--- src/verilog/soc_ctrl_pkg.sv ---
`default_nettype none

package soc_ctrl_pkg;

	// Bus widths
	localparam int DATA_W = 32;
	localparam int ADDR_W = 32;
	localparam int SEL_W = 4;
	localparam int CSR_ADDR_W = 14;
	// Upper CSR address bits pick the peripheral
	localparam int CSR_BANK_W = 4;

	typedef logic [DATA_W-1:0] word_t;
	// Word address, taken from Wishbone bits 15..2
	typedef logic [CSR_ADDR_W-1:0] csr_addr_t;

	// Slave slots on address bits 30..28, bit 31 is a shadow
	typedef enum logic [2:0] {
		SLOT_MONITOR = 3'd0,
		SLOT_CSR     = 3'd6
	} slot_e;

	// Bits 31..18 all zero means a null pointer access
	localparam int NULL_REGION_LSB = 18;

	// System controller bank, 0x60001000 on Wishbone
	localparam int SYSCTL_BANK = 1;

	typedef enum logic [CSR_ADDR_W-CSR_BANK_W-1:0] {
		REG_GPIO_IN       = 0,
		REG_GPIO_OUT      = 1,
		REG_TIMER_CTRL    = 2,
		REG_TIMER_COMPARE = 3,
		REG_TIMER_COUNTER = 4,
		REG_DEBUG_CTRL    = 5,
		REG_SYSTEM_ID     = 6,
		REG_HARD_RESET    = 7
	} sysctl_reg_e;

	localparam int GPIO_IN_W = 7;
	localparam int GPIO_OUT_W = 2;
	localparam word_t SYSTEM_ID = 32'h13004D31;

	// Flash leaves reset this many cycles after the request ends
	localparam int FLASH_RST_CYCLES = 128;

endpackage

`default_nettype wire

--- src/verilog/rst_sequencer.sv ---
`timescale 1ns/100ps
`default_nettype none

module rst_sequencer #(
	parameter int unsigned RST_HOLD_CYCLES = 1048575
) (
	input  logic sys_clk,
	input  logic trigger_reset,
	input  logic hard_reset_req_i,
	output logic sys_rst_o,
	output logic flash_rst_n_o
);
	import soc_ctrl_pkg::*;

	localparam int HOLD_W = $clog2(RST_HOLD_CYCLES + 1);
	localparam int FLASH_W = $clog2(FLASH_RST_CYCLES + 1);

	logic [HOLD_W-1:0] hold_cnt;
	logic [FLASH_W-1:0] flash_cnt;
	logic rst_req;
	logic flash_done;

	// External button or software request
	assign rst_req = trigger_reset | hard_reset_req_i;
	assign flash_done = (flash_cnt == FLASH_W'(FLASH_RST_CYCLES));

	// --------------------------------------
	// System reset stretch
	always_ff @(posedge sys_clk) begin
		if (rst_req) begin
			hold_cnt <= HOLD_W'(RST_HOLD_CYCLES);
		end else if (hold_cnt != '0) begin
			hold_cnt <= hold_cnt - 1'b1;
		end
		sys_rst_o <= (hold_cnt != '0);
	end

	// --------------------------------------
	// Flash comes out of reset first, so the boot memory is readable
	// by the time the system reset lets go
	always_ff @(posedge sys_clk) begin
		if (rst_req) begin
			flash_cnt <= '0;
		end else if (!flash_done) begin
			flash_cnt <= flash_cnt + 1'b1;
		end
	end

	assign flash_rst_n_o = flash_done;

endmodule

`default_nettype wire

--- config.mk ---
export PLATFORM = sky130hd
export DESIGN_NAME = rst_sequencer
export DESIGN_NICKNAME = d
export VERILOG_FILES = /design/src/verilog/soc_ctrl_pkg.sv /design/src/verilog/rst_sequencer.sv
export SDC_FILE = /design/constraint.sdc
export NUM_CORES = 1
export LEC_CHECK = 0
export BUFFER_PORTS_ARGS = -buffer_cell sky130_fd_sc_hd__buf_2
export CAP_MARGIN = 30
export CORE_MARGIN = 2
export CORE_UTILIZATION = 60
export CTS_BUF_LIST = sky130_fd_sc_hd__clkbuf_16
export DETAILED_ROUTE_END_ITERATION = 16
export PLACE_DENSITY_LB_ADDON = 0.08
export SETUP_SLACK_MARGIN = 0.02
export SLEW_MARGIN = 20
export SYNTH_ARGS = -nofsm -noshare
export SYNTH_HDL_FRONTEND = slang
export SYNTH_SLANG_ARGS = --single-unit
--- constraint.sdc ---
create_clock -name sys_clk -period 2.05 [get_ports sys_clk]
set_input_delay 0.41 -clock sys_clk [delete_from_list [all_inputs] [get_ports sys_clk]]
set_output_delay 0.41 -clock sys_clk [all_outputs]
set_load 0.02 [all_outputs]
After elaboration in Yosys (flattened, before gate mapping)
Cells that the tools add are included.
- register bits: 29
- input port bits: 3
- output and inout port bits: 2
- add/sub/neg operators: 2
- eq/ne operators: 1
- bitwise logic cells: 1
- reductions and logical operators: 1
- operator list (cell ; number):
    20-bit nonzero test ; 1
    20-bit by 1-bit subtractor with 20-bit output, second input constant ; 1
    8-bit by 1-bit adder with 8-bit output, second input constant ; 1
    8-bit == test, second input constant ; 1
    1-bit bitwise OR ; 1

Depth between registers and ports, before layout
- word-level depth: 1
- gate-level depth with buffers: 8

Worst setup path before layout
OpenSTA, ideal clock, no wires.
- path kind: reg-to-reg
- start: register hold_cnt[0]
- end: register hold_cnt[15]
- setup time: 0.072 ns
- data arrival time: 1.679 ns
- path slack: 0.299 ns
- stages on the path, launching flop included: 8
- clock period less this slack: 1.751 ns
- path through: dfxtp_1 -> inv_1 -> ha_1 -> nor4b_1 -> and4_1 -> buf_4 -> a2111oi_2 -> mux2i_1
- longest elaborated chain between the ends: 1
- elaborated cells between the ends (all ways): 2
- those cells by class: add/sub: 1; reduce/logical: 1
- ends and longest elaborated chain (element ; RTL line ; source):
    start, declared ; rst_sequencer.sv:18 ; logic [HOLD_W-1:0] hold_cnt;
    start signal, assigned ; rst_sequencer.sv:31 ; hold_cnt <= HOLD_W'(RST_HOLD_CYCLES);
    start signal, assigned ; rst_sequencer.sv:33 ; hold_cnt <= hold_cnt - 1'b1;
    20-bit by 1-bit subtractor with 20-bit output / 20-bit nonzero test (equally long branches) ; rst_sequencer.sv:33, rst_sequencer.sv:32 ;
Several ways; a longest one is shown, not always the timed one.
A chain may end at the register's enable or synchronous reset.

Worst setup path in the final report
Same ends and word-level chain as after synthesis.

==> out/metrics.yaml <==
rows: 18
die_w_um: 54.9
internal_power_mw: 1.03
ys_ff_latch: 29
antenna_left: 0
globalRouteOverflowTotal: 0
synthSimpleGateAreaFrac_pct: 32.1
wire_per_inst_um: 15.5
synth_top_family_by_area: "simple AND/OR/NAND/NOR gates"
drc: 0
num_io_pins: 5
synthDistinctLibCells: 39
hold_depth: 2
gp_congestion: 0.867
netlist_instances: 178
p_switching_mw: 0.264
numCtsBuffers: 5
max_cap_violations: 0
seq_area_frac_synth_pct: 37.4
crit_arrival_ps: 2170
p_leak_nw: 0.585
finalHoldViolCount: 0
area_delta_synth_final_pct: 14.7
vdd_drop_max_mv: 0.605
synthTopCellsByArea: "dfxtp_1 37%, mux2i_1 7.1%, nor2_1 6.0%"
crit_chain: "inv_2 -> ha_1 -> nor4b_1 -> and4_2 -> buf_4 -> a2111oi_4 -> mux2i_1"
grt_use_total_pct: 25.4
cts_buffer_depth: 2
outcome: "completed"
drt-initial-drc-count: 37
grt_max_degree: 22
clk-insertion-delay-late_ps: 270
setup_ws_ps: 83.8
final_nets: 192
drt-pass1-iter-count: 4
yosysWarnings: 0
worstPathRequired_ps: 2250
grt_pass1_wl_um: 5380
cts_tree: "built"
combPwrFrac_pct: 3.6
final-seq-area_sq_um: 581
antenna_found_initial: 0
fin_tns_setup_ps: 0
drt_wl_total_um: 3350
min_period_ps: 1970
synth_top_area_share_pct: 37.4
die-height_um: 54.9
rsz0062_at_grt: "yes"
hpwl_um: 2230
synth_mux_area_share_pct: 7.10
dp_slack_ps: 91.8
startpoint_type: "flip-flop"
syn-num-nets: 185
path_class: "flip-flop to flip-flop"
placedInstanceArea_sq_um: 1600
worst_slew_pin_slew_ps: 431
synth_edf_count: 0
cts_num_sinks: 29
synthFlopType: "dfxtp_1"
avgSynthCellArea_sq_um: 8.72
critPathMaxStageDelay_ps: 380
critPathSlowestCell: "dfxtp_1"
dpl.cell_count: 208
antennaDiodeCount: 0
drv_slew: 0
end_kind: "flip-flop"
setup_viol: 0
synth_largest_area_cell: "dfxtp_1"
power.density_nw_per_um2: 725
async_flop_share_pct: 0
start_util_pct: 63.2
root_buffer: "clkbuf_16"
h-tree-depth: 2
dieArea_sq_um: 3010
cp_max_fo: 10
synth_xor_area_share_pct: 3.95
switching_share_pct: 20.5
syn_area_sq_um: 1550
grt_pass1_vias: 1224
multiInputGateArea_sq_um: 951
fillers: 183
finalInstanceArea_sq_um: 1780
num_vias: 1335
maxSlewHeadroom_pct: 71.3
p_clk_share_pct: 51.9
postCtsSetupBuffers: 0
fmax_mhz: 509
synth_compound_area_share_pct: 12.3
r2r_cells: 7
pwr-share-seq_pct: 44.5
fp.coreArea_sq_um: 2450
avgViaCountPerCell: 6.18
hold_ws_ps: 524
fin_cells: 216
fin_worst_skew_ps: 5.15
clk_pin_slew_ps: 50
hold_path_class: "flip-flop to flip-flop"
port_buffers: 4
drive_above_1_share_pct: 17.2
synth-adder-area-share_pct: 3.23
fin_crit_sh_pct: 95.9
[placed cells by master, fill, tap and decap left out, types with 2 or more instances in the layout]
cell type / instances
dfxtp_1: 29
nor2_1: 25
mux2i_1: 11
and2_1: 10
nand2_1: 9
nor3_1: 7
nand3_1: 6
and3_1: 5
a21oi_1: 5
xor2_1: 5
nor4_1: 5
clkbuf_16: 5
buf_4: 5
nor4_2: 4
a211oi_1: 4
ha_1: 4
buf_2: 4
inv_1: 3
or2_2: 3
or3_1: 3
a211o_1: 3
nor4b_1: 2
o21ai_1: 2
xnor2_1: 2
nand3_2: 2
or3_4: 2
o31a_1: 2
a2111oi_4: 2
a21boi_1: 2
clkinv_1: 2
[power by group through the flow]
stage | logic (mW) | registers [mW] | clock network [mW]
after floorplan | 0.0328 | 0.583 | 0
after global placement | 0.0428 | 0.584 | 0
after detailed placement | 0.0461 | 0.584 | 0
after CTS | 0.0464 | 0.573 | 0.682
after global routing | 0.0521 | 0.573 | 0.704
final | 0.0467 | 0.574 | 0.669
[worst paths after layout]
kind / start / to / slack (ps)
worst max-delay path: hold_cnt[0] / hold_cnt[15] / 80
worst min-delay path: flash_cnt[7] / flash_cnt[7] / 520
worst min register to register: flash_cnt[7] / flash_cnt[7] / 520
worst max register to register: hold_cnt[0] / hold_cnt[15] / 80
[sequential cells by signal, indices dropped and copies added, names as in the netlist]
name	cells
flash_cnt	8
hold_cnt	20
sys_rst_o	1
[kinds of logic (layout without fill, tap and decap cells)]
family,count (synthesis),after routing
simple gates,89,89
compound gates,25,25
xor+xnor,7,7
buf+inv,13,21
fa+ha+maj,4,4
flops,29,29
mux,11,11
[cell type report]
class / instances / area share (%)
Sequential cell: 29 / 32.6
Tap cell: 30 / 2.11
Inverter: 4 / 0.844
Timing Repair Buffer: 9 / 3.23
Clock inverter: 3 / 0.703
Clock buffer: 5 / 7.03
Multi-Input combinational cell: 136 / 53.4
[per-stage QoR]
step / util, % / power (mW)
CTS: 70.8 / 1.30
global route: 72.5 / 1.33
global placement: 65.2 / 0.626
finish: 72.5 / 1.29
detailed placement: 65.2 / 0.630
floorplan: - / 0.616
[layer usage]
| layer | share of wire (%) | GRT usage [%] |
|---|---|---|
| met1 | 46 | 32.3 |
| met2 | 49 | 41.3 |
| met3 | 3.0 | 6.83 |
| met4 | 1.2 | 8.33 |
| met5 | 0 | 0 |
[critical path, delay by kind of cell, from the launching register on]
kind	cells	cell delay (ps)
multiplexers	1	210
buffers and inverters	2	290
flip-flops	1	380
AND/OR/NAND/NOR	2	450
AO/OA/AOI/OAI	1	370
adder cells (fa/ha/maj)	1	190
[Yosys cell counts, drive strengths merged (2+ instances only)]
library cell / n
dfxtp: 29
nor2: 25
and2: 11
mux2i: 11
nand2: 9
nor4: 9
nand3: 8
nor3: 7
and3: 6
a21oi: 5
buf: 5
or3: 5
xor2: 5
a211oi: 4
clkbuf: 4
ha: 4
inv: 4
a2111oi: 3
a211o: 3
a21boi: 3
o21ai: 3
or2: 3
nor4b: 2
o31a: 2
xnor2: 2
[timing repair]
action	CTS	global route
gates resized for setup	0	8
endpoints found under the hold margin	0	0
hold buffers	0	0
endpoints found under the setup margin	0	8
Note: power is estimated with default switching activity, not from simulation.
