==> src/verilog/soc_ctrl_pkg.sv <==
`default_nettype none

package soc_ctrl_pkg;

	// Bus widths
	localparam int DATA_W = 32;
	localparam int ADDR_W = 32;
	localparam int SEL_W = 4;
	localparam int CSR_ADDR_W = 14;
	// Upper CSR address bits pick the peripheral
	localparam int CSR_BANK_W = 4;

	typedef logic [DATA_W-1:0] word_t;
	// Word address, taken from Wishbone bits 15..2
	typedef logic [CSR_ADDR_W-1:0] csr_addr_t;

	// Slave slots on address bits 30..28, bit 31 is a shadow
	typedef enum logic [2:0] {
		SLOT_MONITOR = 3'd0,
		SLOT_CSR     = 3'd6
	} slot_e;

	// Bits 31..18 all zero means a null pointer access
	localparam int NULL_REGION_LSB = 18;

	// System controller bank, 0x60001000 on Wishbone
	localparam int SYSCTL_BANK = 1;

	typedef enum logic [CSR_ADDR_W-CSR_BANK_W-1:0] {
		REG_GPIO_IN       = 0,
		REG_GPIO_OUT      = 1,
		REG_TIMER_CTRL    = 2,
		REG_TIMER_COMPARE = 3,
		REG_TIMER_COUNTER = 4,
		REG_DEBUG_CTRL    = 5,
		REG_SYSTEM_ID     = 6,
		REG_HARD_RESET    = 7
	} sysctl_reg_e;

	localparam int GPIO_IN_W = 7;
	localparam int GPIO_OUT_W = 2;
	localparam word_t SYSTEM_ID = 32'h13004D31;

	// Flash leaves reset this many cycles after the request ends
	localparam int FLASH_RST_CYCLES = 128;

endpackage

`default_nettype wire

==> src/verilog/wb_if.sv <==
`timescale 1ns/100ps
`default_nettype none

interface wb_if;
	import soc_ctrl_pkg::*;

	logic [ADDR_W-1:0] adr;
	word_t dat_w;
	word_t dat_r;
	logic [SEL_W-1:0] sel;
	logic we;
	logic cyc;
	logic stb;
	logic ack;

	// Classic cycle, request held until ack
	modport master (output adr, dat_w, sel, we, cyc, stb, input dat_r, ack);
	modport slave (input adr, dat_w, sel, we, cyc, stb, output dat_r, ack);

endinterface

`default_nettype wire

==> src/verilog/wb_decoder.sv <==
`timescale 1ns/100ps
`default_nettype none

module wb_decoder (
	input  logic sys_clk,
	input  logic sys_rst_i,
	input  soc_ctrl_pkg::word_t adr_i,
	input  soc_ctrl_pkg::word_t dat_i,
	input  logic [soc_ctrl_pkg::SEL_W-1:0] sel_i,
	input  logic we_i,
	input  logic cyc_i,
	input  logic stb_i,
	input  logic bus_errors_en_i,
	output soc_ctrl_pkg::word_t dat_o,
	output logic ack_o,
	output logic err_o,
	wb_if.master mon_o,
	wb_if.master csr_o
);
	import soc_ctrl_pkg::*;

	slot_e slot;
	logic null_q;

	// Bit 31 ignored
	assign slot = slot_e'(adr_i[ADDR_W-2 -: $bits(slot_e)]);

	// Request fields go to both slaves, only cyc is steered
	assign mon_o.adr = adr_i;
	assign mon_o.dat_w = dat_i;
	assign mon_o.sel = sel_i;
	assign mon_o.we = we_i;
	assign mon_o.stb = stb_i;
	assign mon_o.cyc = cyc_i & (slot == SLOT_MONITOR);

	assign csr_o.adr = adr_i;
	assign csr_o.dat_w = dat_i;
	assign csr_o.sel = sel_i;
	assign csr_o.we = we_i;
	assign csr_o.stb = stb_i;
	assign csr_o.cyc = cyc_i & (slot == SLOT_CSR);

	// Response mux
	always_comb begin
		case (slot)
			SLOT_MONITOR: begin
				dat_o = mon_o.dat_r;
				ack_o = mon_o.ack;
			end
			SLOT_CSR: begin
				dat_o = csr_o.dat_r;
				ack_o = csr_o.ack;
			end
			// Unmapped, the master waits forever
			default: begin
				dat_o = '0;
				ack_o = 1'b0;
			end
		endcase
	end

	// --------------------------------------
	// Null pointer catch
	always_ff @(posedge sys_clk) begin
		if (sys_rst_i) begin
			null_q <= 1'b0;
		end else begin
			null_q <= (adr_i[ADDR_W-1:NULL_REGION_LSB] == '0);
		end
	end

	// Err rides along with ack rather than replacing it
	assign err_o = bus_errors_en_i & null_q & ack_o;

endmodule

`default_nettype wire

==> src/flat_wrapper.sv <==
// flat-port wrapper written by rule: the top's interface ports become plain ports
module wb_decoder_flat import soc_ctrl_pkg::*;
  (sys_clk, sys_rst_i, adr_i, dat_i, sel_i, we_i, cyc_i, stb_i, bus_errors_en_i, dat_o, ack_o, err_o, mon_o_adr, mon_o_dat_w, mon_o_sel, mon_o_we, mon_o_cyc, mon_o_stb, mon_o_dat_r, mon_o_ack, csr_o_adr, csr_o_dat_w, csr_o_sel, csr_o_we, csr_o_cyc, csr_o_stb, csr_o_dat_r, csr_o_ack);
  wb_if mon_o_i ();
  wb_if csr_o_i ();
  input  logic sys_clk;
  input  logic sys_rst_i;
  input  soc_ctrl_pkg::word_t adr_i;
  input  soc_ctrl_pkg::word_t dat_i;
  input  logic [soc_ctrl_pkg::SEL_W-1:0] sel_i;
  input  logic we_i;
  input  logic cyc_i;
  input  logic stb_i;
  input  logic bus_errors_en_i;
  output soc_ctrl_pkg::word_t dat_o;
  output logic ack_o;
  output logic err_o;
  output wire logic [$bits(mon_o_i.adr)-1:0] mon_o_adr;
  output wire logic [$bits(mon_o_i.dat_w)-1:0] mon_o_dat_w;
  output wire logic [$bits(mon_o_i.sel)-1:0] mon_o_sel;
  output wire logic [$bits(mon_o_i.we)-1:0] mon_o_we;
  output wire logic [$bits(mon_o_i.cyc)-1:0] mon_o_cyc;
  output wire logic [$bits(mon_o_i.stb)-1:0] mon_o_stb;
  input wire logic [$bits(mon_o_i.dat_r)-1:0] mon_o_dat_r;
  input wire logic [$bits(mon_o_i.ack)-1:0] mon_o_ack;
  output wire logic [$bits(csr_o_i.adr)-1:0] csr_o_adr;
  output wire logic [$bits(csr_o_i.dat_w)-1:0] csr_o_dat_w;
  output wire logic [$bits(csr_o_i.sel)-1:0] csr_o_sel;
  output wire logic [$bits(csr_o_i.we)-1:0] csr_o_we;
  output wire logic [$bits(csr_o_i.cyc)-1:0] csr_o_cyc;
  output wire logic [$bits(csr_o_i.stb)-1:0] csr_o_stb;
  input wire logic [$bits(csr_o_i.dat_r)-1:0] csr_o_dat_r;
  input wire logic [$bits(csr_o_i.ack)-1:0] csr_o_ack;
  assign mon_o_adr = mon_o_i.adr;
  assign mon_o_dat_w = mon_o_i.dat_w;
  assign mon_o_sel = mon_o_i.sel;
  assign mon_o_we = mon_o_i.we;
  assign mon_o_cyc = mon_o_i.cyc;
  assign mon_o_stb = mon_o_i.stb;
  assign mon_o_i.dat_r = mon_o_dat_r;
  assign mon_o_i.ack = mon_o_ack;
  assign csr_o_adr = csr_o_i.adr;
  assign csr_o_dat_w = csr_o_i.dat_w;
  assign csr_o_sel = csr_o_i.sel;
  assign csr_o_we = csr_o_i.we;
  assign csr_o_cyc = csr_o_i.cyc;
  assign csr_o_stb = csr_o_i.stb;
  assign csr_o_i.dat_r = csr_o_dat_r;
  assign csr_o_i.ack = csr_o_ack;
  wb_decoder u_core (.sys_clk(sys_clk), .sys_rst_i(sys_rst_i), .adr_i(adr_i), .dat_i(dat_i), .sel_i(sel_i), .we_i(we_i), .cyc_i(cyc_i), .stb_i(stb_i), .bus_errors_en_i(bus_errors_en_i), .dat_o(dat_o), .ack_o(ack_o), .err_o(err_o), .mon_o(mon_o_i), .csr_o(csr_o_i));
endmodule
==> config.mk <==
export PLATFORM = sky130hd
export DESIGN_NAME = wb_decoder_flat
export DESIGN_NICKNAME = d
export VERILOG_FILES = /design/src/verilog/soc_ctrl_pkg.sv /design/src/verilog/wb_if.sv /design/src/verilog/wb_decoder.sv /design/src/flat_wrapper.sv
export SDC_FILE = /design/constraint.sdc
export NUM_CORES = 1
export LEC_CHECK = 0
export BUFFER_PORTS_ARGS = -buffer_cell sky130_fd_sc_hd__buf_2
export CAP_MARGIN = 25
export CORE_AREA = 5 5 121 123
export DETAILED_ROUTE_END_ITERATION = 16
export DIE_AREA = 0 0 126 128
export PLACE_DENSITY = 0.43
export SLEW_MARGIN = 40
export SYNTH_ARGS = -nofsm -noshare
export SYNTH_HDL_FRONTEND = slang
export SYNTH_SLANG_ARGS = --single-unit
==> constraint.sdc <==
create_clock -name sys_clk -period 3.7 [get_ports sys_clk]
set_input_delay 1.11 -clock sys_clk [delete_from_list [all_inputs] [get_ports sys_clk]]
set_output_delay 1.11 -clock sys_clk [all_outputs]
set_load 0.03 [all_outputs]
Word level (Yosys, flattened, before mapping)
Cells that the tools add are included.

word-level totals
  logic and storage cells = 10
  register bits after elaboration = 1

cells by class
  equality and inequality tests = 1
  mux-type cells = 2
  reduce and logical (&&, ||, !) cells = 2
  bitwise operators = 4

operator list
  operator                                    number
  one-hot mux 32 bit (2 select lines)         1
  logical NOT 14 bit                          1
  AND 1 bit                                   4
  equality test 3 bit, second input constant  1
  logical NOT 3 bit                           1
  one-hot mux 1 bit (2 select lines)          1

Longest topological paths before layout
  depth after elaboration = 3
  depth in mapped cells = 4

Worst setup path before layout
Ideal clock, no wire load.

  path kind = in2out
  start point = input adr_i[29]
  end point = output err_o
  stages = 2
  setup slack = 0.608 ns
  arrival = 1.982 ns
  cell sequence = or4b_4 a21oi_2

between the ends
  word-level cells in the longest chain between the ends = 3

RTL lines
  element                                                   RTL line            source
  start, declared                                           flat_wrapper.sv:8   input soc_ctrl_pkg::word_t adr_i;
  equality test 3 bit or logical NOT 3 bit (tied branches)  wb_decoder.sv:45    case (slot)
  one-hot mux 1 bit (2 select lines) (*)                    wb_decoder.sv:45
  AND 1 bit (*)                                             wb_decoder.sv:73    assign err_o = bus_errors_en_i & null_q & ack_o;
  end, declared                                             flat_wrapper.sv:17  output logic err_o;

Mark *: on every way between the ends. The rest lies on a longest branch, timed or not.

Worst setup path in the final report
Same ends and word-level chain as after synthesis.

==> flow_metrics.env <==
export IMPL_ys_ff_latch=1
export IMPL_io_pins=316
export IMPL_io_buffer_count=147
export IMPL_relSlewSlack_pct=66.5
export IMPL_first_global_vias=1274
export IMPL_start_util_pct=11.3
export IMPL_grt_setup_unrepaired="false"
export IMPL_fill_cells=1599
export IMPL_yosysSeqAreaShare_pct=1.30
export IMPL_hold_viol=0
export IMPL_first_pass_iters=4
export IMPL_die_y_um=128
export IMPL_grt_max_degree=35
export IMPL_synth_area_um2=1540
export IMPL_tns_ns=0
export IMPL_drive_gt1_share_pct=79.0
export IMPL_critical_path_max_stage_delay_ns=0.55
export IMPL_drt_antenna_violating_nets=0
export IMPL_worstPathMaxFanout=6
export IMPL_antennaDiodeCount=0
export IMPL_wl_per_cell_um=12.8
export IMPL_grt_pass1_wl_mm=6.89
export IMPL_yosys_warnings=0
export IMPL_fp_row_count=43
export IMPL_synth_cells=193
export IMPL_grt_antenna_before_repair=0
export IMPL_min_to="u_core.null_q"
export IMPL_holdBufCountCts=0
export IMPL_dr_first_iter_drc_count=34
export IMPL_worstHoldPathCells=3
export IMPL_path_common_cell="buf_2"
export IMPL_max_freq_ghz=0.309
export IMPL_cp_cell_sequence="buf_2 -> or4b_4 -> a21oi_2 -> buf_2"
export IMPL_status="completed"
export IMPL_final_cell_mix="buf_2 (147), a22o_1 (30), nor4_1 (3)"
export IMPL_synth_cell_types=15
export IMPL_syn_avg_cell_area_um2=7.96
export IMPL_min_from="sys_rst_i"
export IMPL_grt_use_total_pct=5.19
export IMPL_fin_crit_sh_pct=87.4
export IMPL_worst_ep_arrival_time_ns=2.13
export IMPL_largest_reg_flops=1
export IMPL_hold_path_class="in -> reg"
export IMPL_crit_path_end_kind="primary output"
export IMPL_p_total_w=0.000200
export IMPL_syn2layout_area_growth_pct=-8.39
export IMPL_post_cts_buffers=0
export IMPL_maxCapViolCount=0
export IMPL_ctsResizeCount=0
export IMPL_drc=0
export IMPL_fp_dieW_um=126
export IMPL_critPathTopFamily="simple AND/OR/NAND/NOR gates"
export IMPL_leakage_nw=0.798
export IMPL_final_max_slew_viol_count=0
export IMPL_crit_buf_inv=2
export IMPL_vias=1157
export IMPL_syn_nets=333
export IMPL_worstSetupPathType="in -> out"
export IMPL_powerDensity_nw_per_um2=142
export IMPL_fin_crit_ns=3.24
export IMPL_worst_pin_slew_ns=0.498
export IMPL_dpl_hpwl_mm=4.23
export IMPL_ir_worst_vdd_v=0.0000283
export IMPL_use_met1_pct=3.53
export IMPL_wl_mm=4.81
export IMPL_cp_data_required_time_ns=2.59
export IMPL_coreArea_um2=13600
export IMPL_gp_congestion=0.760
export IMPL_nets=337
export IMPL_setup_violations=0
export IMPL_max_flop_register="u_core.null_q"
export IMPL_final_util_pct=10.4
export IMPL_via_per_inst=3.09
export IMPL_use_met3_pct=1.54
export IMPL_grt_overflow=0
export IMPL_top_usage_layer="met2"
export IMPL_clk_pin_slew_ns=0
export IMPL_slowest_stage="or4b_4"
export IMPL_use_met2_pct=11.2
export IMPL_layout_commonest_cell="buf_2"
export IMPL_die_area_um2=16100
export IMPL_startpoint_type="primary input"
export IMPL_top_regs="u_core.null_q x1"
-- power breakdown --
group            switching, W  internal [W]   total, W
Clock                       0             0          0
Combinational        0.000117     0.0000717   0.000189
Sequential     0.000000000125     0.0000110  0.0000110
Total                0.000117     0.0000827   0.000200
-- per-stage QoR --
| stage | setup WS (ns) | hold slack [ns] | cells | instance area, um^2 |
|---|---|---|---|---|
| after floorplan | 0.608 | 1.33 | 193 | 1540 |
| final | 0.465 | 1.43 | 375 | 1410 |
| after global routing | 0.391 | 1.46 | 375 | 1410 |
| after detailed placement | 0.462 | 1.43 | 375 | 1410 |
| after CTS | 0.459 | 1.43 | 375 | 1410 |
| after global placement | 0.473 | 1.44 | 375 | 1410 |
-- Yosys cell counts --
cell,count,area share [%]
a22o_1,30,17
nor3_4,1,1.1
dfxtp_1,1,1.3
buf_6,1,0.73
nor4_1,3,1.2
a21oi_2,1,0.57
buf_8,3,2.9
or4b_4,1,0.90
nand2_1,2,0.49
and3b_1,1,0.57
a22o_2,2,1.3
and4_1,1,0.57
buf_4,143,70
and2_1,2,0.81
nand4b_1,1,0.57
-- layer usage --
| metal | wire length [um] | share of wire (%) |
|---|---|---|
| met1 | 1120 | 23 |
| met2 | 2720 | 56 |
| met3 | 633 | 13 |
| met4 | 339 | 7.0 |
| met5 | 0 | 0 |
-- how the worst max path moves through the flow --
stage | startpoint | endpoint | depth (start not counted)
2_1_floorplan | adr_i[29] | err_o | 2
3_3_place_gp | adr_i[29] | err_o | 4
3_5_place_dp | adr_i[29] | err_o | 4
4_1_cts | adr_i[28] | dat_o[22] | 5
5_1_grt | adr_i[29] | err_o | 4
6_report | adr_i[29] | err_o | 4
-- area by class of cell --
class                   count  area, um^2  area share, %
multi-input cells          45         387           27.5
flip-flops and latches      1        20.0           1.42
well taps                 180         225           16.0
repair buffers            149         776           55.1
-- logic make-up after synthesis --
family | Yosys count | synth area share, %
buffers and inverters | 147 | 73.5
AO/OA/AOI/OAI | 33 | 19.0
AND/OR/NAND/NOR | 12 | 6.19
flip-flops | 1 | 1.30
Power figures use the tool's default switching activity.
