## src/verilog/soc_ctrl_pkg.sv

```systemverilog
`default_nettype none

package soc_ctrl_pkg;

	// Bus widths
	localparam int DATA_W = 32;
	localparam int ADDR_W = 32;
	localparam int SEL_W = 4;
	localparam int CSR_ADDR_W = 14;
	// Upper CSR address bits pick the peripheral
	localparam int CSR_BANK_W = 4;

	typedef logic [DATA_W-1:0] word_t;
	// Word address, taken from Wishbone bits 15..2
	typedef logic [CSR_ADDR_W-1:0] csr_addr_t;

	// Slave slots on address bits 30..28, bit 31 is a shadow
	typedef enum logic [2:0] {
		SLOT_MONITOR = 3'd0,
		SLOT_CSR     = 3'd6
	} slot_e;

	// Bits 31..18 all zero means a null pointer access
	localparam int NULL_REGION_LSB = 18;

	// System controller bank, 0x60001000 on Wishbone
	localparam int SYSCTL_BANK = 1;

	typedef enum logic [CSR_ADDR_W-CSR_BANK_W-1:0] {
		REG_GPIO_IN       = 0,
		REG_GPIO_OUT      = 1,
		REG_TIMER_CTRL    = 2,
		REG_TIMER_COMPARE = 3,
		REG_TIMER_COUNTER = 4,
		REG_DEBUG_CTRL    = 5,
		REG_SYSTEM_ID     = 6,
		REG_HARD_RESET    = 7
	} sysctl_reg_e;

	localparam int GPIO_IN_W = 7;
	localparam int GPIO_OUT_W = 2;
	localparam word_t SYSTEM_ID = 32'h13004D31;

	// Flash leaves reset this many cycles after the request ends
	localparam int FLASH_RST_CYCLES = 128;

endpackage

`default_nettype wire

```

## src/verilog/csr_if.sv

```systemverilog
`timescale 1ns/100ps
`default_nettype none

interface csr_if;
	import soc_ctrl_pkg::*;

	csr_addr_t csr_a;
	logic csr_we;
	word_t csr_dw;
	// Registered by the peripheral one cycle after csr_a
	word_t csr_dr;

	modport bridge (output csr_a, csr_we, csr_dw, input csr_dr);
	modport peripheral (input csr_a, csr_we, csr_dw, output csr_dr);

endinterface

`default_nettype wire

```

## src/verilog/sysctl.sv

```systemverilog
`timescale 1ns/100ps
`default_nettype none

module sysctl (
	input  logic sys_clk,
	input  logic sys_rst_i,
	input  logic [soc_ctrl_pkg::GPIO_IN_W-1:0] gpio_i,
	csr_if.peripheral csr,
	output logic [soc_ctrl_pkg::GPIO_OUT_W-1:0] led_o,
	output logic gpio_irq_o,
	output logic timer0_irq_o,
	output logic debug_write_lock_o,
	output logic bus_errors_en_o,
	output logic hard_reset_req_o
);
	import soc_ctrl_pkg::*;

	logic csr_sel;
	logic csr_wr;
	sysctl_reg_e reg_idx;
	logic [GPIO_IN_W-1:0] gpio_s1;
	logic [GPIO_IN_W-1:0] gpio_s2;
	logic [GPIO_IN_W-1:0] gpio_prev;
	logic timer_en;
	logic timer_ar;
	word_t timer_compare;
	word_t timer_counter;
	word_t dr_q;

	// Bank decode
	assign csr_sel = (csr.csr_a[CSR_ADDR_W-1 -: CSR_BANK_W] == CSR_BANK_W'(SYSCTL_BANK));
	assign reg_idx = sysctl_reg_e'(csr.csr_a[CSR_ADDR_W-CSR_BANK_W-1:0]);
	assign csr_wr = csr_sel & csr.csr_we;

	// --------------------------------------
	// GPIO input sync, then edge compare
	always_ff @(posedge sys_clk) begin
		gpio_s1 <= gpio_i;
		gpio_s2 <= gpio_s1;
		gpio_prev <= gpio_s2;
	end

	// Any input bit changed
	assign gpio_irq_o = |(gpio_s2 ^ gpio_prev);

	// --------------------------------------
	// Timer
	always_ff @(posedge sys_clk) begin
		if (sys_rst_i) begin
			timer_en <= 1'b0;
			timer_ar <= 1'b0;
			timer_compare <= '0;
			timer_counter <= '0;
			timer0_irq_o <= 1'b0;
		end else begin
			timer0_irq_o <= 1'b0;
			if (timer_en) begin
				if (timer_counter == timer_compare) begin
					timer_counter <= '0;
					timer0_irq_o <= 1'b1;
					// One-shot unless autorestart
					if (!timer_ar) begin
						timer_en <= 1'b0;
					end
				end else begin
					timer_counter <= timer_counter + 1'b1;
				end
			end
			// Software write wins over the count
			if (csr_wr) begin
				case (reg_idx)
					REG_TIMER_CTRL: begin
						timer_en <= csr.csr_dw[0];
						timer_ar <= csr.csr_dw[1];
					end
					REG_TIMER_COMPARE: timer_compare <= csr.csr_dw;
					REG_TIMER_COUNTER: timer_counter <= csr.csr_dw;
					default: ;
				endcase
			end
		end
	end

	// --------------------------------------
	// LEDs, debug bits, hard reset pulse
	always_ff @(posedge sys_clk) begin
		if (sys_rst_i) begin
			led_o <= '0;
			debug_write_lock_o <= 1'b0;
			bus_errors_en_o <= 1'b0;
			hard_reset_req_o <= 1'b0;
		end else begin
			// Any value written triggers it
			hard_reset_req_o <= csr_wr && (reg_idx == REG_HARD_RESET);
			if (csr_wr && reg_idx == REG_GPIO_OUT) begin
				led_o <= csr.csr_dw[GPIO_OUT_W-1:0];
			end
			if (csr_wr && reg_idx == REG_DEBUG_CTRL) begin
				debug_write_lock_o <= csr.csr_dw[0];
				bus_errors_en_o <= csr.csr_dw[1];
			end
		end
	end

	// Read back, zero outside the bank so it can be ORed later
	always_ff @(posedge sys_clk) begin
		dr_q <= '0;
		if (csr_sel) begin
			case (reg_idx)
				REG_GPIO_IN: dr_q <= word_t'(gpio_s2);
				REG_GPIO_OUT: dr_q <= word_t'(led_o);
				REG_TIMER_CTRL: dr_q <= word_t'({timer_ar, timer_en});
				REG_TIMER_COMPARE: dr_q <= timer_compare;
				REG_TIMER_COUNTER: dr_q <= timer_counter;
				REG_DEBUG_CTRL: dr_q <= word_t'({bus_errors_en_o, debug_write_lock_o});
				REG_SYSTEM_ID: dr_q <= SYSTEM_ID;
				default: dr_q <= '0;
			endcase
		end
	end

	assign csr.csr_dr = dr_q;

endmodule

`default_nettype wire

```

## src/flat_wrapper.sv

```systemverilog
// flat-port wrapper written by rule: the top's interface ports become plain ports
module sysctl_flat import soc_ctrl_pkg::*;
  (sys_clk, sys_rst_i, gpio_i, led_o, gpio_irq_o, timer0_irq_o, debug_write_lock_o, bus_errors_en_o, hard_reset_req_o, csr_csr_a, csr_csr_we, csr_csr_dw, csr_csr_dr);
  csr_if csr_i ();
  input  logic sys_clk;
  input  logic sys_rst_i;
  input  logic [soc_ctrl_pkg::GPIO_IN_W-1:0] gpio_i;
  output logic [soc_ctrl_pkg::GPIO_OUT_W-1:0] led_o;
  output logic gpio_irq_o;
  output logic timer0_irq_o;
  output logic debug_write_lock_o;
  output logic bus_errors_en_o;
  output logic hard_reset_req_o;
  input wire logic [$bits(csr_i.csr_a)-1:0] csr_csr_a;
  input wire logic [$bits(csr_i.csr_we)-1:0] csr_csr_we;
  input wire logic [$bits(csr_i.csr_dw)-1:0] csr_csr_dw;
  output wire logic [$bits(csr_i.csr_dr)-1:0] csr_csr_dr;
  assign csr_i.csr_a = csr_csr_a;
  assign csr_i.csr_we = csr_csr_we;
  assign csr_i.csr_dw = csr_csr_dw;
  assign csr_csr_dr = csr_i.csr_dr;
  sysctl u_core (.sys_clk(sys_clk), .sys_rst_i(sys_rst_i), .gpio_i(gpio_i), .csr(csr_i), .led_o(led_o), .gpio_irq_o(gpio_irq_o), .timer0_irq_o(timer0_irq_o), .debug_write_lock_o(debug_write_lock_o), .bus_errors_en_o(bus_errors_en_o), .hard_reset_req_o(hard_reset_req_o));
endmodule
```

## config.mk

```make
export PLATFORM = sky130hd
export DESIGN_NAME = sysctl_flat
export DESIGN_NICKNAME = d
export VERILOG_FILES = /design/src/verilog/soc_ctrl_pkg.sv /design/src/verilog/csr_if.sv /design/src/verilog/sysctl.sv /design/src/flat_wrapper.sv
export SDC_FILE = /design/constraint.sdc
export NUM_CORES = 1
export LEC_CHECK = 0
export BUFFER_PORTS_ARGS = -buffer_cell sky130_fd_sc_hd__buf_2
export CAP_MARGIN = 20
export CORE_MARGIN = 5
export CORE_UTILIZATION = 45
export DETAILED_ROUTE_END_ITERATION = 8
export GPL_ROUTABILITY_DRIVEN = 0
export HOLD_SLACK_MARGIN = 0.02
export PLACE_DENSITY_LB_ADDON = 0.05
export SLEW_MARGIN = 20
export SYNTH_ARGS = -nofsm -noshare
export SYNTH_HDL_FRONTEND = slang
export SYNTH_SLANG_ARGS = --single-unit
```

## constraint.sdc

```tcl
create_clock -name sys_clk -period 4.2 [get_ports sys_clk]
set_clock_uncertainty 0.1 [all_clocks]
set_input_delay 0.42 -clock sys_clk [delete_from_list [all_inputs] [get_ports sys_clk]]
set_output_delay 0.42 -clock sys_clk [all_outputs]
set_load 0.03 [all_outputs]
```

== Word level (Yosys, flattened, before mapping) ==
Cells that the tools add are included.
Storage, ports and cells
  bits in registers: 125
  bits of input ports: 56
  word-level logic and storage cells: 45
  output and inout bits: 39
Operators by class
  reduce and logical (&&, ||, !) cells: 8
  equal/unequal tests: 9
  bitwise logic cells: 3
  multiplexer cells: 11
  add/sub/neg operators: 1
Operators with widths (number)
  $pmux W32 S7: 1
  $mux W32: 4
  $eq A10 B3 Y1 const B: 4
  $add A32 B1 Y32 const B: 1
  $eq A32 B32 Y1: 1
  $eq A10 B2 Y1 const B: 2
  $eq A10 B1 Y1 const B: 1
  $logic_not A10 Y1: 1
  $reduce_or A7 Y1: 1
  $xor A7 B7 Y7: 1
  $mux W1: 6
  $eq A4 B1 Y1 const B: 1
  $reduce_and A2 Y1: 2
  $logic_and A1 B1 Y1: 3
  $reduce_or A2 Y1: 1
  $and A1 B1 Y1: 1
  $not A1 Y1: 1

== Logic depth before layout (Yosys ltp) ==
  word-level depth: 5
  gate-level depth with buffers: 7
  gate-level depth less buffers: 6

== Least setup slack after synthesis ==
No wires, ideal clock.
  path type: input to register
  start: input port csr_csr_a[5]
  end: register u_core.timer_counter[20]
  stages: 7
  data arrival time: 1977 ps
  setup time: 69 ps
  slack: 2054 ps
  path through: or4_4 -> nor4_4 -> nor3b_2 -> buf_2 -> buf_4 -> nand2_1 -> o21ai_1
On the way
  cells in the longest elaborated chain, start to end: 3
RTL lines
  start, declared: RTL line flat_wrapper.sv:14  | input wire logic [$bits(csr_i.csr_a)-1:0] csr_csr_a;
  $eq A10 B3 Y1: RTL line sysctl.sv:71  | case (reg_idx)
  $mux W32: RTL line sysctl.sv:71
  $mux W32: RTL line sysctl.sv:70  | if (csr_wr) begin
  end signal, assigned: RTL line sysctl.sv:66  | timer_counter <= timer_counter + 1'b1;
  end signal, assigned: RTL line sysctl.sv:77  | REG_TIMER_COUNTER: timer_counter <= csr.csr_dw;
  end, declared: RTL line sysctl.sv:27  | word_t timer_counter;
Every way passes these cells.
A chain may end at the register's enable or synchronous reset.

== Final worst setup path ==
  start: register u_core.timer_counter[5]
  end: register u_core.timer_counter[18]
On the way
  cells in the longest elaborated chain, start to end: 5
  elaborated cells between the ends (all ways): 6
RTL lines
  $add A32 B1 Y32 / $eq A32 B32 Y1 (equally long branches): RTL line sysctl.sv:66, sysctl.sv:58
  $mux W32 *: RTL line sysctl.sv:58  | if (timer_counter == timer_compare) begin
  $mux W32 *: RTL line sysctl.sv:57  | if (timer_en) begin
  $mux W32: RTL line sysctl.sv:71
  $mux W32 *: RTL line sysctl.sv:70
Every way passes the cells marked *; elsewhere a longest branch is shown, timed or not.

==> out/qor.csv <==
metric;value;unit
port bufs;94;
library cells used by synthesis;44;
Placed Cells;795;
Hold Path Class;input port to flip-flop;
leading area contributor after synthesis;dfxtp_1;
number of gates resized after cts;0;
GRT Total Usage;21.7;%
largest net degree at the start of global routing;47;
H-tree depth;4;
global-route wire length before repair;22700;um
Reg clk slew, reported paths;0.06;ns
Primary FF master, synth;dfxtp_1;
CTS tree;done;
CTS buffer count;17;
CTS Sinks;125;
root buf cell;clkbuf_16;
Setup Crit Path Kind;flip-flop to flip-flop;
R2R depth;5;
nets;735;
hold_ws;0.124;ns
Iter 0 DRT Violations;230;
final-layout fill cell count;1040;
arrival time worst endpoint;2.65;ns
Cell Area, Synth;5110;sq um
Starting Density;45.3;%
# setup viols final;0;
final hold vios;0;
first drt pass iteration count;5;
mean post-synth cell area;8.75;sq um
Rows;39;
non-filler cells in the finished layout;834;
Setup TNS Final;0;ns
worst vdd rail ir drop;0.513;mV
vias in the first global route;4557;
Syn. warnings;0;
core area;11300;sq um
Final ANT Viol Nets;0;
grt ovf;0;
Post-CTS Hold Fix Bufs;7;
final wirelength;14000;um
Max Clock Freq;0.415;GHz
Die Area;13600;sq um
layout cell share with drive strength beyond 1;20.8;%
Area growth, synth to finish;24.5;%
min-delay src;csr_csr_dw[19];
Async SR Flop Fraction;0;%
cell types occupying the most area after synthesis;dfxtp_1 49%, xor2_1 9.4%, nand2_1 8.5%;
Crit Path Max Fanout;8;
Setup crit start;u_core.timer_counter[5];
Synth Register Bits;125;
max_cap viols;0;
crit-path cells;nand4_1, nor4_2, nand4_1, xor2_1, o21ai_0;
Worst Path Required;4.44;ns
FF-to-FF End;u_core.timer_counter[18];
post-CTS setup buffer count;0;
clk buf depth;2;
CP most frequent cell;nand4_1;
worst rel slew slack;35.5;%
Vias;4502;
Final Max Tran Viols;0;
Worst Setup End Kind;flip-flop;
status;finished clean;
unrepaired setup endpoints after global routing;no;
sequential share of the synthesized area;49.0;%
dpl hpwl;9520;um
worst skew pair latency;0.41;ns
Final Core Density;56.4;%
Slew @ Worst Pin;0.967;ns
Die Y-Extent;117;um
max incr delay on CP;0.92;ns
EDFF count, synth;0;
Avg WL per Cell;16.8;um
CP Launch Type;flip-flop;
Synth Instances;584;
syn nets;641;
R2R Setup Slk;1.79;ns
Worst Setup EP;u_core.timer_counter[18];
drt via density;5.40;
Leakage;2.52;nW
I/O pins;95;
initial antenna violation count;0;
ant diodes;0;
Die Width;117;um
Period minus WS final;2.41;ns
top cell type's share of synthesized area;49.0;%
final worst path period share;57.3;%
worst r2r src;u_core.timer_counter[5];
DR DRC count;0;
Max stage delay cell, worst path;nor4_2;
power per cell area;427;nW/um^2
## power breakdown
group	internal (mW)	total, mW	switching [mW]	leakage (nW)
Sequential	1.20	1.20	0.00546	1.01
Clock	0.905	1.44	0.535	0.285
Combinational	0.0316	0.0720	0.0404	1.22
## critical path, delay by kind of cell (launching register included)
| kind | cells | cell delay [ns] |
|---|---|---|
| flops | 1 | 0.46 |
| simple gates | 3 | 1.46 |
| xor+xnor | 1 | 0.18 |
| compound gates | 1 | 0.13 |
## area by class of cell
class | count | area [sq um] | area share (%)
clock buffer | 19 | 453 | 7.12
clock inverter | 13 | 141 | 2.22
inverter | 7 | 26.3 | 0.413
multi-input combinational | 417 | 2450 | 38.5
sequential | 125 | 2500 | 39.3
tap | 143 | 179 | 2.81
timing repair buffer | 110 | 608 | 9.56
## synthesized netlist by cell type (7+ instances only)
library cell    n
a22oi_1        29
inv_1           7
nand4_1        17
a21oi_1        45
clkbuf_1       27
xnor2_1        12
nor2_1         33
nand3_1        11
xor2_1         55
nand2_1       116
o21ai_1        11
o21ai_0        20
nor4_1         19
dfxtp_1       125
## state kept, by name, indices dropped and copies added, names as in the netlist, 2 cells and up
name,flops
u_core.timer_compare,32
u_core.gpio_prev,7
u_core.gpio_s2,7
u_core.csr.csr_dr,32
u_core.timer_counter,32
u_core.gpio_s1,7
u_core.led_o,2
## stage by stage
step                cell area (sq um)  worst slack (ns)  power, mW
detailed placement               5700              1.40       1.30
global route                     6360              1.57       2.81
finish                           6360              1.79       2.71
CTS                              6360              1.81       2.74
global placement                 5700              1.47       1.29
floorplan                        5110              2.05       1.25
## layer usage
layer	track usage, %	wire length [um]
met5	0	0
met4	7.11	238
met3	5.80	706
met2	36.8	6830
met1	26.8	6210
## worst min path at each step
stage               depth (start not counted)                  endpoint
floorplan                                   0         u_core.gpio_s2[0]
global placement                            0         u_core.gpio_s2[0]
detailed placement                          0         u_core.gpio_s2[6]
CTS                                         3  u_core.timer_counter[19]
global route                                3  u_core.timer_counter[29]
finish                                      3  u_core.timer_counter[19]
## logic make-up (layout without fill, tap and decap cells)
| family | after synthesis | count (layout) | share of synthesized area, % |
|---|---|---|---|
| DFF | 125 | 125 | 49.0 |
| buffers and inverters | 42 | 149 | 3.26 |
| AOI/OAI and AO/OA | 125 | 125 | 14.8 |
| and+or+nand+nor | 219 | 219 | 20.2 |
| adders and majority gates | 1 | 1 | 0.245 |
| xor gates and xnor gates | 67 | 67 | 11.5 |
| muxes | 5 | 5 | 0.980 |
## cells in the final DEF, fill, tap and decap left out, drive strengths merged, types with 3 or more instances in the layout
cell | netlist | layout
clkinv | 0 | 7
and3 | 3 | 3
a21oi | 45 | 45
dfxtp | 125 | 125
nand4 | 17 | 17
a22oi | 29 | 29
buf | 8 | 103
nor4 | 22 | 22
nand2 | 116 | 116
nor3 | 5 | 5
xnor2 | 12 | 12
nand3 | 11 | 11
a31oi | 5 | 5
a222oi | 3 | 3
mux2i | 5 | 5
xor2 | 55 | 55
nor2 | 33 | 33
inv | 7 | 8
o21ai | 31 | 31
dlygate4sd3 | 0 | 7
clkbuf | 27 | 19
clkinvlp | 0 | 3
Note: power is estimated with default switching activity, not from simulation.
